**src/include/asi_settings.svh**
```systemverilog
// ----------------------------------------------------------------------
// AXI4 read slave build settings
// Bus widths, buffer depths and memory latency
// ----------------------------------------------------------------------
`ifndef ASI_SETTINGS_SVH
`define ASI_SETTINGS_SVH

// AXI channel field widths
`define ASI_DW 32
`define ASI_AW 16
`define ASI_IW 4
`define ASI_LW 8
`define ASI_SW 3

// Outstanding burst slots in the AR buffer
`define ASI_AR_DEPTH 4
// Beats held in the R buffer
`define ASI_R_DEPTH 16

// Memory read latency in cycles, must be 1 or more
`define ASI_RAM_WAIT 1

// Bytes carried by one beat of the data bus
`define ASI_BYTES (`ASI_DW / 8)
// Widest legal transfer size code
`define ASI_MAX_SIZE $clog2(`ASI_BYTES)

`endif

```
**src/source/asi_pkg.sv**
```systemverilog
// ----------------------------------------------------------------------
// AXI4 read slave shared types
// Field vectors and the enums for burst, phase and response
// ----------------------------------------------------------------------
`include "asi_settings.svh"

package asi_pkg;

    // AXI field vectors
    typedef logic [`ASI_IW-1:0] axi_id_t;
    typedef logic [`ASI_AW-1:0] axi_addr_t;
    typedef logic [`ASI_LW-1:0] axi_len_t;
    typedef logic [`ASI_SW-1:0] axi_size_t;
    typedef logic [`ASI_DW-1:0] axi_data_t;

    // ARBURST encoding
    typedef enum logic [1:0] {
        BT_FIXED    = 2'd0,
        BT_INCR     = 2'd1,
        BT_WRAP     = 2'd2,
        BT_RESERVED = 2'd3
    } burst_type_e;

    // Burst engine phase
    // First beat comes from the FIFO head, the rest from latched fields
    typedef enum logic [1:0] {BP_IDLE, BP_FIRST, BP_BURST} burst_phase_e;

    // RRESP encoding, only the two codes this slave returns
    typedef enum logic [1:0] {
        RESP_OKAY   = 2'b00,
        RESP_SLVERR = 2'b10
    } resp_e;

endpackage

```
**src/source/asi_read_slave.sv**
```systemverilog
// ----------------------------------------------------------------------
// AXI4 read slave front end, top level
// AR buffer, burst engine, return pipe and R buffer
// ----------------------------------------------------------------------
`include "asi_settings.svh"
`timescale 1ns/1ps

module asi_read_slave import asi_pkg::*; (
    input  logic        clk,
    input  logic        rst_n,
    // AR channel
    input  axi_id_t     arid,
    input  axi_addr_t   araddr,
    input  axi_len_t    arlen,
    input  axi_size_t   arsize,
    input  burst_type_e arburst,
    input  logic        arvalid,
    output logic        arready,
    // R channel
    output axi_id_t     rid,
    output axi_data_t   rdata,
    output resp_e       rresp,
    output logic        rlast,
    output logic        rvalid,
    input  logic        rready,
    // Memory side
    output axi_addr_t   m_raddr,
    output logic        m_re,
    input  axi_data_t   m_rdata
);

    // FIFO word widths
    localparam int AR_W = `ASI_IW + `ASI_AW + `ASI_LW + `ASI_SW + 2;
    localparam int R_W  = `ASI_IW + `ASI_DW + 3;

    // AR buffer
    logic [AR_W-1:0] ar_dout;
    logic            ar_full;
    logic            ar_empty;
    logic            aq_pop;
    axi_id_t         aq_id;
    axi_addr_t       aq_addr;
    axi_len_t        aq_len;
    axi_size_t       aq_size;
    logic [1:0]      aq_burst_raw;

    // Beat tags and credit
    axi_id_t         beat_id;
    resp_e           beat_resp;
    logic            beat_last;
    logic            stall;

    // R buffer
    logic            rff_push;
    logic [R_W-1:0]  rff_din;
    logic [R_W-1:0]  r_dout;
    logic            r_empty;
    logic [$clog2(`ASI_R_DEPTH+1)-1:0] rff_count;
    logic [1:0]      rresp_raw;

    // ------------------------------------------------------------------
    // AR side
    // ------------------------------------------------------------------
    assign arready = !ar_full;
    assign {aq_id, aq_addr, aq_len, aq_size, aq_burst_raw} = ar_dout;

    sync_fifo #(
        .DEPTH (`ASI_AR_DEPTH),
        .WIDTH (AR_W)
    ) ar_fifo (
        .clk   (clk),
        .rst_n (rst_n),
        .push  (arvalid && arready),
        .din   ({arid, araddr, arlen, arsize, arburst}),
        .pop   (aq_pop),
        .dout  (ar_dout),
        .full  (ar_full),
        .empty (ar_empty),
        .count ()
    );

    burst_addr_gen burst_addr_gen_inst (
        .clk       (clk),
        .rst_n     (rst_n),
        .aq_valid  (!ar_empty),
        .aq_id     (aq_id),
        .aq_addr   (aq_addr),
        .aq_len    (aq_len),
        .aq_size   (aq_size),
        .aq_burst  (burst_type_e'(aq_burst_raw)),
        .stall     (stall),
        .pop       (aq_pop),
        .m_re      (m_re),
        .m_raddr   (m_raddr),
        .beat_id   (beat_id),
        .beat_resp (beat_resp),
        .beat_last (beat_last)
    );

    // ------------------------------------------------------------------
    // Return side
    // ------------------------------------------------------------------
    read_return_pipe read_return_pipe_inst (
        .clk       (clk),
        .rst_n     (rst_n),
        .m_re      (m_re),
        .beat_id   (beat_id),
        .beat_resp (beat_resp),
        .beat_last (beat_last),
        .m_rdata   (m_rdata),
        .rff_count (rff_count),
        .rff_push  (rff_push),
        .rff_din   (rff_din),
        .stall     (stall)
    );

    // Stall keeps this buffer from overflowing, so full is not needed
    sync_fifo #(
        .DEPTH (`ASI_R_DEPTH),
        .WIDTH (R_W)
    ) r_fifo (
        .clk   (clk),
        .rst_n (rst_n),
        .push  (rff_push),
        .din   (rff_din),
        .pop   (rvalid && rready),
        .dout  (r_dout),
        .full  (),
        .empty (r_empty),
        .count (rff_count)
    );

    // R outputs straight from the buffer head, stable until popped
    assign rvalid = !r_empty;
    assign {rid, rdata, rresp_raw, rlast} = r_dout;
    assign rresp  = resp_e'(rresp_raw);

endmodule

```
**src/source/burst_addr_gen.sv**
```systemverilog
// ----------------------------------------------------------------------
// Burst engine for the AXI4 read slave
// Pops bursts from the AR buffer and issues one memory read per beat
// Handles alignment, FIXED/INCR stepping, 4 KB hold and size errors
// ----------------------------------------------------------------------
`include "asi_settings.svh"
`timescale 1ns/1ps

module burst_addr_gen import asi_pkg::*; (
    input  logic        clk,
    input  logic        rst_n,
    // AR buffer head
    input  logic        aq_valid,
    input  axi_id_t     aq_id,
    input  axi_addr_t   aq_addr,
    input  axi_len_t    aq_len,
    input  axi_size_t   aq_size,
    input  burst_type_e aq_burst,
    // Credit from the return pipe
    input  logic        stall,
    output logic        pop,
    // Memory read port
    output logic        m_re,
    output axi_addr_t   m_raddr,
    // Beat tags, valid with m_re
    output axi_id_t     beat_id,
    output resp_e       beat_resp,
    output logic        beat_last
);

    localparam axi_size_t MAX_SIZE = axi_size_t'(`ASI_MAX_SIZE);
    localparam axi_addr_t ALL_ONES = '1;

    burst_phase_e phase;
    burst_phase_e phase_nxt;

    // Latched burst fields for beats 1..len
    axi_id_t      id_q;
    axi_len_t     len_q;
    axi_size_t    size_q;
    burst_type_e  burst_q;
    axi_addr_t    addr_q;
    axi_len_t     cnt;

    axi_addr_t    start_aligned;
    axi_size_t    cur_size;
    logic         burst_beat;

    // ------------------------------------------------------------------
    // Address stepping
    // ------------------------------------------------------------------
    // FIXED keeps the address, every other type steps like INCR.
    // A step into the next 4 KB page is refused and the address holds
    function automatic axi_addr_t step_addr(input axi_addr_t   addr,
                                            input axi_size_t   size,
                                            input burst_type_e burst);
        axi_addr_t sum;
        sum = (burst == BT_FIXED) ? addr : addr + (axi_addr_t'(1) << size);
        return (sum[12] != addr[12]) ? addr : sum;
    endfunction

    // Start address rounded down to the transfer size
    assign start_aligned = aq_addr & (ALL_ONES << aq_size);

    // First beat goes out together with the pop
    assign pop        = (phase == BP_FIRST) && aq_valid && !stall;
    // Later beats, one per unstalled cycle
    assign burst_beat = (phase == BP_BURST) && !stall;
    assign m_re       = pop || burst_beat;

    // Memory address and tags, taken from the FIFO head on the first beat
    always_comb begin
        if (phase == BP_FIRST) begin
            m_raddr   = start_aligned;
            beat_id   = aq_id;
            cur_size  = aq_size;
            beat_last = (aq_len == '0);
        end else begin
            m_raddr   = addr_q;
            beat_id   = id_q;
            cur_size  = size_q;
            beat_last = (cnt == len_q);
        end
    end

    // Sizes wider than the data bus get SLVERR on every beat
    assign beat_resp = (cur_size > MAX_SIZE) ? RESP_SLVERR : RESP_OKAY;

    // ------------------------------------------------------------------
    // Phase FSM
    // ------------------------------------------------------------------
    always_comb begin
        phase_nxt = phase;
        case (phase)
            BP_IDLE:  phase_nxt = BP_FIRST;
            // Single beat bursts stay in BP_FIRST
            BP_FIRST: if (pop && aq_len != '0) phase_nxt = BP_BURST;
            BP_BURST: if (burst_beat && beat_last) phase_nxt = BP_FIRST;
            default:  phase_nxt = BP_IDLE;
        endcase
    end

    always_ff @(posedge clk or negedge rst_n) begin
        if (!rst_n) begin
            phase <= BP_IDLE;
            cnt   <= '0;
        end else begin
            phase <= phase_nxt;
            // Beat 0 leaves with the pop, so counting resumes at 1
            if (pop)
                cnt <= axi_len_t'(1);
            else if (burst_beat)
                cnt <= cnt + 1'b1;
        end
    end

    // Burst fields and running address
    always_ff @(posedge clk) begin
        if (pop) begin
            id_q    <= aq_id;
            len_q   <= aq_len;
            size_q  <= aq_size;
            burst_q <= aq_burst;
            addr_q  <= step_addr(start_aligned, aq_size, aq_burst);
        end else if (burst_beat) begin
            addr_q  <= step_addr(addr_q, size_q, burst_q);
        end
    end

endmodule

```
**src/source/read_return_pipe.sv**
```systemverilog
// ----------------------------------------------------------------------
// Read return pipe
// Delays beat tags by the memory latency to meet the returning data
// and keeps the in-flight credit that throttles new reads
// ----------------------------------------------------------------------
`include "asi_settings.svh"
`timescale 1ns/1ps

module read_return_pipe import asi_pkg::*; (
    input  logic                               clk,
    input  logic                               rst_n,
    input  logic                               m_re,
    input  axi_id_t                            beat_id,
    input  resp_e                              beat_resp,
    input  logic                               beat_last,
    input  axi_data_t                          m_rdata,
    input  logic [$clog2(`ASI_R_DEPTH+1)-1:0]  rff_count,
    output logic                               rff_push,
    output logic [`ASI_IW+`ASI_DW+2:0]         rff_din,
    output logic                               stall
);

    localparam int WAIT  = `ASI_RAM_WAIT;
    localparam int TAG_W = `ASI_IW + 3;
    localparam int SUM_W = $clog2(`ASI_R_DEPTH + WAIT + 1);

    // One stage per wait state
    logic [WAIT-1:0]  vld_sr;
    logic [TAG_W-1:0] tag_sr [WAIT];
    logic [SUM_W-1:0] occupancy;

    // Tag fields at the pipe output
    axi_id_t          d_id;
    logic [1:0]       d_resp;
    logic             d_last;

    // Valid flags, one bit per read in flight
    always_ff @(posedge clk or negedge rst_n) begin
        if (!rst_n) begin
            vld_sr <= '0;
        end else begin
            vld_sr[0] <= m_re;
            for (int i = 1; i < WAIT; i++) vld_sr[i] <= vld_sr[i-1];
        end
    end

    // Tags travel alongside
    always_ff @(posedge clk) begin
        tag_sr[0] <= {beat_id, beat_resp, beat_last};
        for (int i = 1; i < WAIT; i++) tag_sr[i] <= tag_sr[i-1];
    end

    // Memory data arrives in the same cycle as the last stage
    assign {d_id, d_resp, d_last} = tag_sr[WAIT-1];
    assign rff_push = vld_sr[WAIT-1];
    assign rff_din  = {d_id, m_rdata, d_resp, d_last};

    // Buffered beats plus reads still in the memory
    always_comb begin
        occupancy = SUM_W'(rff_count);
        for (int i = 0; i < WAIT; i++) occupancy = occupancy + SUM_W'(vld_sr[i]);
    end

    // One slot of margin for the read issued this cycle
    assign stall = (occupancy >= SUM_W'(`ASI_R_DEPTH - 1));

endmodule

```
**src/source/sync_fifo.sv**
```systemverilog
// ----------------------------------------------------------------------
// Single clock FIFO, first word fall through
// Head entry shows on dout whenever the FIFO holds data
// ----------------------------------------------------------------------
`timescale 1ns/1ps

module sync_fifo #(
    parameter int DEPTH = 4,
    parameter int WIDTH = 8
) (
    input  logic                       clk,
    input  logic                       rst_n,
    input  logic                       push,
    input  logic [WIDTH-1:0]           din,
    input  logic                       pop,
    output logic [WIDTH-1:0]           dout,
    output logic                       full,
    output logic                       empty,
    output logic [$clog2(DEPTH+1)-1:0] count
);

    // Pointer width, at least one bit for a single entry FIFO
    localparam int PW = (DEPTH > 1) ? $clog2(DEPTH) : 1;

    logic [WIDTH-1:0] mem [DEPTH];
    logic [PW-1:0]    wr_ptr;
    logic [PW-1:0]    rd_ptr;
    logic             do_push;
    logic             do_pop;

    // Wrap at DEPTH so any depth works, not only powers of two
    function automatic logic [PW-1:0] next_ptr(input logic [PW-1:0] ptr);
        return (ptr == PW'(DEPTH - 1)) ? '0 : ptr + 1'b1;
    endfunction

    // Overflow and underflow requests are dropped
    assign do_push = push && !full;
    assign do_pop  = pop && !empty;

    assign full  = (count == DEPTH);
    assign empty = (count == '0);
    assign dout  = mem[rd_ptr];

    // Pointers and occupancy
    always_ff @(posedge clk or negedge rst_n) begin
        if (!rst_n) begin
            wr_ptr <= '0;
            rd_ptr <= '0;
            count  <= '0;
        end else begin
            if (do_push) wr_ptr <= next_ptr(wr_ptr);
            if (do_pop)  rd_ptr <= next_ptr(rd_ptr);
            // Simultaneous push and pop leave the count unchanged
            case ({do_push, do_pop})
                2'b10:   count <= count + 1'b1;
                2'b01:   count <= count - 1'b1;
                default: count <= count;
            endcase
        end
    end

    // Storage array
    always_ff @(posedge clk) begin
        if (do_push) mem[wr_ptr] <= din;
    end

endmodule

```
**config.mk**
```make
export PLATFORM = sky130hd
export DESIGN_NAME = asi_read_slave
export DESIGN_NICKNAME = d
export VERILOG_FILES = /design/src/source/asi_pkg.sv /design/src/source/asi_read_slave.sv /design/src/source/burst_addr_gen.sv /design/src/source/read_return_pipe.sv /design/src/source/sync_fifo.sv
export VERILOG_INCLUDE_DIRS = /design/src /design/src/include
export SDC_FILE = /design/constraint.sdc
export NUM_CORES = 1
export LEC_CHECK = 0
export BUFFER_PORTS_ARGS = -buffer_cell sky130_fd_sc_hd__buf_2
export CORE_MARGIN = 5
export CORE_UTILIZATION = 41
export CTS_CLUSTER_DIAMETER = 60
export DETAILED_ROUTE_END_ITERATION = 6
export GPL_TIMING_DRIVEN = 0
export PLACE_DENSITY_LB_ADDON = 0.3
export SYNTH_ARGS = -nofsm -noshare
export SYNTH_HDL_FRONTEND = slang
export SYNTH_HIERARCHICAL = 1
export SYNTH_SLANG_ARGS = --single-unit
```
**constraint.sdc**
```tcl
create_clock -name clk -period 5.25 [get_ports clk]
set_input_delay 0.7875 -clock clk [delete_from_list [all_inputs] [get_ports clk]]
set_output_delay 0.7875 -clock clk [all_outputs]
set_load 0.01 [all_outputs]
```
==> results_dict.tcl, run 1 <==
set metrics [dict create \
    outcome "finished clean" \
    clock.fmax_ghz 0.229 \
    tightest_slew_ns 1.09 \
    gp_congestion 0.785 \
    mostFrequentLayoutCells "edfxtp_1, mux4_2, buf_2" \
    critPathLaunch "r_fifo/count[0]$_DFFE_PN0P_" \
    rsz0062_at_grt "no" \
    vias_per_cell 5.46 \
    die_h_um 296 \
    synth_fp_nets 1828 \
    relSlewSlack_pct 27.5 \
    routed_wl_um 75000 \
    layout.nets 2056 \
    wl_per_cell_um 24.2 \
    hpwl_um 49900 \
    crit_path_cell_trace "ha_1, ha_1, nand3b_1, xor2_1, a21oi_2, or3b_1, buf_2, buf_1, o21ai_0, buf_2" \
    cts_tree "yes" \
    detailedRoute.firstPassIterationCount 5 \
    p_per_area_nw_per_um2 584 \
    vdd_drop_max_v 0.000412 \
    dp.cells 2931 \
    post_dp_cell_area_um2 36400 \
    portBuffers 94 \
    cts_buffers 87 \
    cts.sinks 827 \
    timing.final.crit_period_ns 4.36 \
    syn-instance-count 1722 \
    insertion_delay_ns 0.64 \
    maxSlewViolCount 0 \
    hold_ws_ns 0.259 \
    worstRegToRegCells 17 \
    row_count 105 \
    hold_violations 0 \
    post_cts_buffers 0 \
    clk_pin_slew_worst_paths_ns 0.06 \
    syn2layout_area_growth_pct 17.0 \
    io_pins 127 \
    vias 16900 \
    power_leakage_nw 13.2 \
    cpPeakStageDelay_ns 0.46 \
    htreeDepth 3 \
    reg2reg_to "ar_fifo/count[2]$_DFFE_PN0P_" \
    grtUsageTotal_pct 17.0 \
    slowest_stage "dfrtp_1" \
    instances_no_fill 3093 \
    finalCritPeriodShare_pct 83.1 \
    cp_num_buf_inv 3 \
    max_cap_violations 0 \
    ctsLongestPathBuffers 3 \
    cp.depth 10 \
    drt_iter0_drc 1371 \
    core_um2 81700 \
    drc 0 \
    cp-start-kind "flop" \
    crit_fanout 10 \
    crit_type "reg2out" \
    die_x_um 296 \
    start_util_pct 41.1 \
    postCtsHoldBufs 0 \
    layout-drive-gt1-share_pct 27.4 \
    crit_end "m_re" \
    final_common_cell "edfxtp_1" \
    dieArea_um2 87700 \
    synth_warnings 6 \
    hold_path_class "in2async" \
    critical_path.top_delay_family "buffers and inverters" \
    total_power_mw 22.9 \
    worstPathArrival_ns 3.57 \
    multiInputGateArea_um2 8240 \
    layout_setup_ws_ns 0.889 \
    cts_root_buf "clkbuf_16" \
    finalSetupViolCount 0 \
    antenna_found_initial 5 \
    grt_pass1_vias 17800 \
    fin_skew_ns 0.0339 \
    reg2reg_from "r_fifo/count[0]$_DFFE_PN0P_" \
    syn_area_um2 33600 \
    fillCellCount 6701 \
    grt_overflow 0 \
    reg2reg_slack_ns 0.90 \
    place_ws_ns 0.865 \
    cts-resized-gates 0 \
    drtAntennaViolNets 0 \
    grt_max_degree 32 \
    grt_pass1_wl_um 111000 \
    regArea_um2 24600 \
    crit_path_end_kind "output pin" \
    cp.required_ns 4.46 \
    syn_area_per_cell_um2 19.5 \
    fin_area_um2 39300 \
]
through the flow:
step	TNS, ns	util [%]
5_1_grt	0	48.1
3_3_place_gp	-436.18	43.3
4_1_cts	0	48.1
3_5_place_dp	0	44.5
6_report	0	48.1
2_1_floorplan	0	-
final cells by class:
class / instances / area share, %
diodes: 2 / 0.0127
clock inverters: 44 / 1.38
clock buffers: 116 / 6.06
well taps: 1070 / 3.41
repair buffers: 139 / 3.35
plain buffers: 119 / 1.95
inverters: 23 / 0.220
flip-flops and latches: 827 / 62.7
multi-input cells: 753 / 21.0
sequential cells by signal, summed over array words and instances (netlist names), 5 cells and up:
| signal | count |
|---|---|
| r_fifo/count | 5 |
| read_return_pipe_inst/tag_sr | 7 |
| burst_addr_gen_inst/len_q | 8 |
| r_fifo/mem | 624 |
| ar_fifo/mem | 132 |
| burst_addr_gen_inst/cnt | 8 |
| burst_addr_gen_inst/addr_q | 16 |
layer usage:
metal	GRT usage [%]	vias up	routed length, um
li1	-	7477	-
met1	22.1	8803	30400
met2	29.2	478	37900
met3	3.68	121	4720
met4	4.88	4	1930
met5	0	-	22
report_power, final:
| group | switching (mW) | internal, mW |
|---|---|---|
| Combinational | 4.68 | 3.33 |
| Sequential | 0.383 | 8.33 |
| Clock | 2.50 | 3.70 |
worst min-delay path by stage:
stage	from	to	slack, ns	cells past startpoint
floorplan	burst_addr_gen_inst/phase[1]$_DFFE_PN0P_	burst_addr_gen_inst/phase[0]$_DFFE_PN0P_	0.44	1
global placement	burst_addr_gen_inst/phase[1]$_DFFE_PN0P_	burst_addr_gen_inst/phase[0]$_DFFE_PN0P_	0.46	1
detailed placement	burst_addr_gen_inst/id_q[2]$_DFFE_PP_	read_return_pipe_inst/tag_sr[0][5]$_DFF_P_	0.47	1
CTS	rst_n	r_fifo/rd_ptr[0]$_DFFE_PN0P_	0.24	1
global route	rst_n	r_fifo/rd_ptr[0]$_DFFE_PN0P_	0.29	1
finish	rst_n	r_fifo/rd_ptr[0]$_DFFE_PN0P_	0.26	1
(Power assumes the default switching activity.)
==> inputs of run 2 (changes only) <==
==> constraint.sdc (replaced) <==
create_clock -name clk -period 3.88 [get_ports clk]
set_input_delay 0.582 -clock clk [delete_from_list [all_inputs] [get_ports clk]]
set_output_delay 0.582 -clock clk [all_outputs]
set_load 0.01 [all_outputs]
==> run 2 against run 1 <==
Sequential cell count did not move; die area did not move; clock power rose by 24%; critical path depth did not move; clock skew rose by 0.0071 ns; power rose by 34%; non-clock buffer count fell by 4; highest routed layer unchanged; largest cell class unchanged; sequential power rose by 35%; core utilization fell by 0.19 points.
==> results_dict.tcl, run 2 (synthesis gave the netlist of run 1 again) <==
set metrics [dict create \
    cts.sinks 827 \
    grtUsageTotal_pct 17.1 \
    vdd_drop_max_v 0.000435 \
    portBuffers 94 \
    start_util_pct 41.1 \
    intPower_mw 20.4 \
    vias_per_cell 5.48 \
    slowest_stage "dfrtp_2" \
    clock.fmax_ghz 0.267 \
    cts_buffers 85 \
    reg2reg_from "ar_fifo/rd_ptr[0]$_DFFE_PN0P_" \
    clk_pin_slew_worst_paths_ns 0.06 \
    io_pins 127 \
    p_sw_share_pct 33.6 \
    timing.final.crit_period_ns 3.74 \
    finalCritPeriodShare_pct 96.4 \
    fillCellCount 6766 \
    outcome "finished clean" \
    htreeDepth 3 \
    syn2layout_area_growth_pct 16.5 \
    multiInputGateArea_um2 8310 \
    hold_ws_ns 0.0515 \
    fin_skew_ns 0.0410 \
    mostFrequentLayoutCells "edfxtp_1, mux4_2, buf_2" \
    critPathLaunch "r_fifo/count[0]$_DFFE_PN0P_" \
    dp.cells 2919 \
    seq_power_share_pct 38.5 \
    critical_path.top_delay_family "compound AO/OA/AOI/OAI gates" \
    core_um2 81700 \
    cpPeakStageDelay_ns 0.46 \
    final_common_cell "edfxtp_1" \
    clock_power_share_pct 25.1 \
    ctsLongestPathBuffers 3 \
    routed_wl_um 75400 \
    wl_per_cell_um 24.5 \
    cts_tree "yes" \
    combPwrFrac_pct 36.4 \
    cp_num_buf_inv 3 \
    cp.required_ns 3.30 \
    max_cap_violations 0 \
    hpwl_um 48900 \
    vias 16900 \
    crit_path_end_kind "output pin" \
    grt_pass1_vias 17900 \
    gp_congestion 0.750 \
    drtAntennaViolNets 0 \
    cts_root_buf "clkbuf_16" \
    final_util_pct 47.9 \
    drt_iter0_drc 1470 \
    top_regs "r_fifo/mem x624, ar_fifo/mem x132, burst_addr_gen_inst/addr_q x16" \
    place_ws_ns -0.474 \
    worstPathArrival_ns 3.16 \
    finalSetupViolCount 0 \
    hold_violations 0 \
    drc 0 \
    tightest_slew_ns 1.09 \
    crit_path_cell_trace "ha_1, ha_1, a221o_1, o311ai_1, a21oi_2, or3b_1, clkbuf_4, buf_4, o21ai_4, buf_2" \
    detailedRoute.firstPassIterationCount 5 \
    regMostFlops "r_fifo/mem" \
    dieArea_um2 87700 \
    cp-start-kind "flop" \
    grt_overflow 0 \
    layout_setup_ws_ns 0.141 \
    grt_pass1_wl_um 112000 \
    layout-drive-gt1-share_pct 27.5 \
    power_leakage_nw 13.1 \
    maxSlewViolCount 0 \
    p_per_area_nw_per_um2 784 \
    crit_fanout 10 \
    diodes 0 \
    die_x_um 296 \
    fin_setup_tns_ns 0 \
    crit_type "reg2out" \
    layout.nets 2050 \
    row_count 105 \
    grt_max_degree 32 \
    switching_power_mw 10.3 \
    relSlewSlack_pct 27.7 \
    worst_path_most_repeated_cell "ha_1" \
    hold_path_class "in2async" \
    instances_no_fill 3080 \
    die_h_um 296 \
    regArea_um2 24600 \
    insertion_delay_ns 0.64 \
    largest_reg_flops 624 \
    antenna_found_initial 2 \
]
==> run 2: cell count changes in the layout (fill, tap and decap cells not counted), moves of 5 or more <==
cell	delta
buf_4	+10
clkinv_1	+6
bufinv_16	-6
clkbuf_1	-5
buf_6	-17
buf_12	+5
==> run 2: power by group through the flow <==
| stage | Clock [mW] | Sequential [mW] | Combinational [mW] |
|---|---|---|---|
| after floorplan | 0 | 11.8 | 7.27 |
| after global placement | 0 | 12.0 | 10.5 |
| after detailed placement | 0 | 12.0 | 11.0 |
| after CTS | 7.87 | 11.8 | 11.2 |
| after global routing | 8.27 | 11.9 | 12.1 |
| final | 7.71 | 11.8 | 11.2 |
==> run 2: through the flow <==
| step | area (um^2) | power, mW |
|---|---|---|
| 6_report | 39100 | 30.7 |
| 5_1_grt | 39100 | 32.3 |
| 4_1_cts | 39000 | 30.9 |
| 3_5_place_dp | 36300 | 23.0 |
| 3_3_place_gp | 35400 | 22.5 |
| 2_1_floorplan | 33600 | 19.1 |
==> run 2: layout make-up <==
cell class / count / area share (%)
tap: 1070 / 3.42
clock buffer: 108 / 5.74
clock inverter: 45 / 1.01
buffer: 118 / 2.02
inverter: 23 / 0.233
multi-input combinational: 753 / 21.2
sequential: 827 / 62.9
timing repair buffer: 136 / 3.43
==> run 2: worst paths after layout <==
kind | end | slack, ns | cells past startpoint
hold reg to reg | read_return_pipe_inst/tag_sr[0][5]$_DFF_P_ | 0.48 | 1
setup reg to reg | burst_addr_gen_inst/addr_q[5]$_DFFE_PP_ | 0.15 | 13
setup / recovery | m_re | 0.14 | 10
max in group asynchronous | r_fifo/count[0]$_DFFE_PN0P_ | 3.21 | 1
hold / removal | ar_fifo/rd_ptr[1]$_DFFE_PN0P_ | 0.05 | 1
min in group clk | ar_fifo/mem[0][23]$_DFFE_PP_ | 0.17 | 1
==> run 2: worst register-to-register path, delay by kind of cell (launching register included) <==
kind	cells	cell delay, ns
buffers and inverters	4	0.75
adder cells (fa/ha/maj)	1	0.33
multiplexers	2	0.90
AND/OR/NAND/NOR	1	0.22
flip-flops	1	0.36
AO/OA/AOI/OAI	5	0.91
==> run 2: timing repair <==
item	4_1_cts	5_1_grt
cloned	0	1
hold endpoints to repair	0	0
resized for setup	17	15
setup endpoints to repair	14	16
hold buffers	0	0
setup buffers	1	7
pin swaps	1	1
==> run 2: metal layers <==
metal / up-vias / global-route usage (%) / part of all wire [%]
met5: - / 0 / 0.036
met4: 4 / 3.82 / 1.8
met1: 8846 / 22.6 / 41
met2: 457 / 29.7 / 51
met3: 98 / 3.44 / 6.0
li1: 7461 / - / -
==> inputs of run 3 (changes only) <==
--- a/config.mk
+++ b/config.mk
@@ -6,7 +6,9 @@
 export SDC_FILE = /design/constraint.sdc
 export NUM_CORES = 1
 export LEC_CHECK = 0
+export ABC_CLOCK_PERIOD_IN_PS = 4600
 export BUFFER_PORTS_ARGS = -buffer_cell sky130_fd_sc_hd__buf_2
+export CORE_ASPECT_RATIO = 1.25
 export CORE_MARGIN = 5
 export CORE_UTILIZATION = 41
 export CTS_CLUSTER_DIAMETER = 60
==> constraint.sdc (replaced) <==
create_clock -name clk -period 4.6 [get_ports clk]
set_input_delay 0.69 -clock clk [delete_from_list [all_inputs] [get_ports clk]]
set_output_delay 0.69 -clock clk [all_outputs]
set_load 0.01 [all_outputs]
==> run 3 against run 2 <==
Register-to-register slack improved by 0.14 ns; count of clock-buffer cells in the layout decreased by 4; critical path depth increased by 7; setup slack improved by 0.15 ns; combinational power decreased by 18%; global-route usage increased by 0.13 points; cell count increased by 0.16%; critical path type is now reg2reg; critical endpoint is now ar_fifo/count[2]$_DFFE_PN0P_; largest cell class unchanged.
==> results_dict.tcl, run 3 (synthesis gave the netlist of run 1 again) <==
set metrics [dict create \
    instances_no_fill 3085 \
    fin_area_um2 39000 \
    hpwl_um 50200 \
    clk_pin_slew_worst_paths_ns 0.06 \
    crit_path_cell_trace "ha_1, ha_1, a221o_1, o311ai_1, a21oi_2, or3b_1, buf_2, inv_2, buf_2, nand2b_1, inv_1, ha_1, inv_1, fa_1, xor2_1, nor2_1, xor2_1" \
    hold_path_class "in2async" \
    cts-resized-gates 0 \
    grt.busiest_layer "met2" \
    grt_max_degree 32 \
    rsz0062_at_grt "no" \
    outcome "finished clean" \
    vdd_drop_max_v 0.000400 \
    finalSetupViolCount 0 \
    cts_root_buf "clkbuf_16" \
    gp_congestion 0.772 \
    drc 0 \
    slowest_stage "buf_2" \
    post_cts_buffers 0 \
    insertion_delay_ns 0.64 \
    cp.required_ns 5.15 \
    relSlewSlack_pct 23.4 \
    layout-drive-gt1-share_pct 27.5 \
    max_cap_violations 0 \
    core_um2 81400 \
    detailedRoute.firstPassIterationCount 5 \
    maxSlewViolCount 0 \
    tightest_slew_ns 1.15 \
    reg2reg_from "r_fifo/count[0]$_DFFE_PN0P_" \
    crit_fanout 27 \
    fin_skew_ns 0.0176 \
    use_met2_pct 31.0 \
    worstPathArrival_ns 4.86 \
    drt_iter0_drc 1376 \
    vias_per_cell 5.48 \
    met1_usage_pct 21.3 \
    reg2reg_slack_ns 0.29 \
    regMostFlops "r_fifo/mem" \
    start_util_pct 41.3 \
    worstRegToRegCells 17 \
    crit_path_end_kind "flop" \
    clock.fmax_ghz 0.232 \
    cts_tree "yes" \
    layout.nets 2053 \
    drtAntennaViolNets 0 \
    row_count 117 \
    vias 16900 \
    power_leakage_nw 13.1 \
    grt_pass1_vias 17900 \
    top_regs "r_fifo/mem x624, ar_fifo/mem x132, burst_addr_gen_inst/addr_q x16" \
    grtUsageTotal_pct 17.3 \
    hold_violations 0 \
    postCtsHoldBufs 0 \
    cp-start-kind "flop" \
    finalCritPeriodShare_pct 93.8 \
    cts_buffers 85 \
    diodes 0 \
    reg2reg_to "ar_fifo/count[2]$_DFFE_PN0P_" \
    htreeDepth 3 \
    io_pins 127 \
    die_x_um 266 \
    antenna_found_initial 0 \
    dp.cells 2931 \
    crit_type "reg2reg" \
    cpPeakStageDelay_ns 0.56 \
    cp_num_buf_inv 5 \
    syn2layout_area_growth_pct 16.2 \
    largest_reg_flops 624 \
    grt_pass1_wl_um 113000 \
    grt_overflow 0 \
    final_common_cell "edfxtp_1" \
    wl_per_cell_um 24.7 \
    post_dp_cell_area_um2 36300 \
    die_h_um 330 \
    dieArea_um2 87800 \
    portBuffers 94 \
    mostFrequentLayoutCells "edfxtp_1, mux4_2, buf_2" \
    critical_path.top_delay_family "buffers and inverters" \
    ctsLongestPathBuffers 3 \
    cts.sinks 827 \
    grtUsageMet3_pct 3.58 \
    p_per_area_nw_per_um2 658 \
    routed_wl_um 76300 \
    timing.final.crit_period_ns 4.31 \
    worst_path_most_repeated_cell "ha_1" \
]
run 3: changes by cell type in the layout (fill, tap and decap cells not counted), sizes merged:
cell      delta
clkinv       +3
buf          +3
clkbuf       -4
clkinvlp     +2
run 3: final cells by class:
class / instances / area (um^2)
Sequential cell: 827 / 24600
Clock buffer: 104 / 2220
Fill cell: 6756 / 42400
Buffer: 119 / 767
Timing Repair Buffer: 138 / 1290
Clock inverter: 50 / 465
Inverter: 23 / 86.3
Tap cell: 1071 / 1340
Multi-Input combinational cell: 753 / 8240
run 3: report_power, final:
part           internal, mW  switching (mW)
sequential             9.50           0.440
combinational          3.79            5.36
clock                  3.70            2.87
run 3: per-layer routing:
| metal | part of all wire [%] | wire length (um) |
|---|---|---|
| met2 | 53 | 40200 |
| met1 | 39 | 29500 |
| met5 | 0 | 0 |
| met4 | 2.4 | 1800 |
| met3 | 6.3 | 4770 |
run 3: per-stage QoR:
step | setup TNS (ns) | utilization [%] | hold slack (ns) | power [mW] | setup slack [ns]
after floorplan | 0 | - | 0.394 | 16.1 | 0.292
after global routing | 0 | 47.9 | 0.197 | 27.0 | 0.0722
after global placement | -885.33 | 43.5 | 0.458 | 19.0 | -3.33
final | 0 | 47.9 | 0.160 | 25.7 | 0.286
after detailed placement | 0 | 44.6 | 0.487 | 19.4 | 0.282
after CTS | 0 | 47.9 | 0.145 | 26.0 | 0.228
run 3: worst max-delay path by stage:
stage | startpoint | endpoint | slack, ns | cells past startpoint
after floorplan | r_fifo/count[0]$_DFFE_PN0P_ | r_fifo/mem[0][0]$_DFFE_PP_ | 0.29 | 5
after global placement | r_fifo/count[1]$_DFFE_PN0P_ | r_fifo/mem[0][11]$_DFFE_PP_ | -3.33 | 5
after detailed placement | r_fifo/count[0]$_DFFE_PN0P_ | ar_fifo/count[2]$_DFFE_PN0P_ | 0.28 | 17
after CTS | r_fifo/count[0]$_DFFE_PN0P_ | ar_fifo/count[2]$_DFFE_PN0P_ | 0.23 | 17
after global routing | r_fifo/count[0]$_DFFE_PN0P_ | ar_fifo/count[2]$_DFFE_PN0P_ | 0.07 | 17
final | r_fifo/count[0]$_DFFE_PN0P_ | ar_fifo/count[2]$_DFFE_PN0P_ | 0.29 | 17
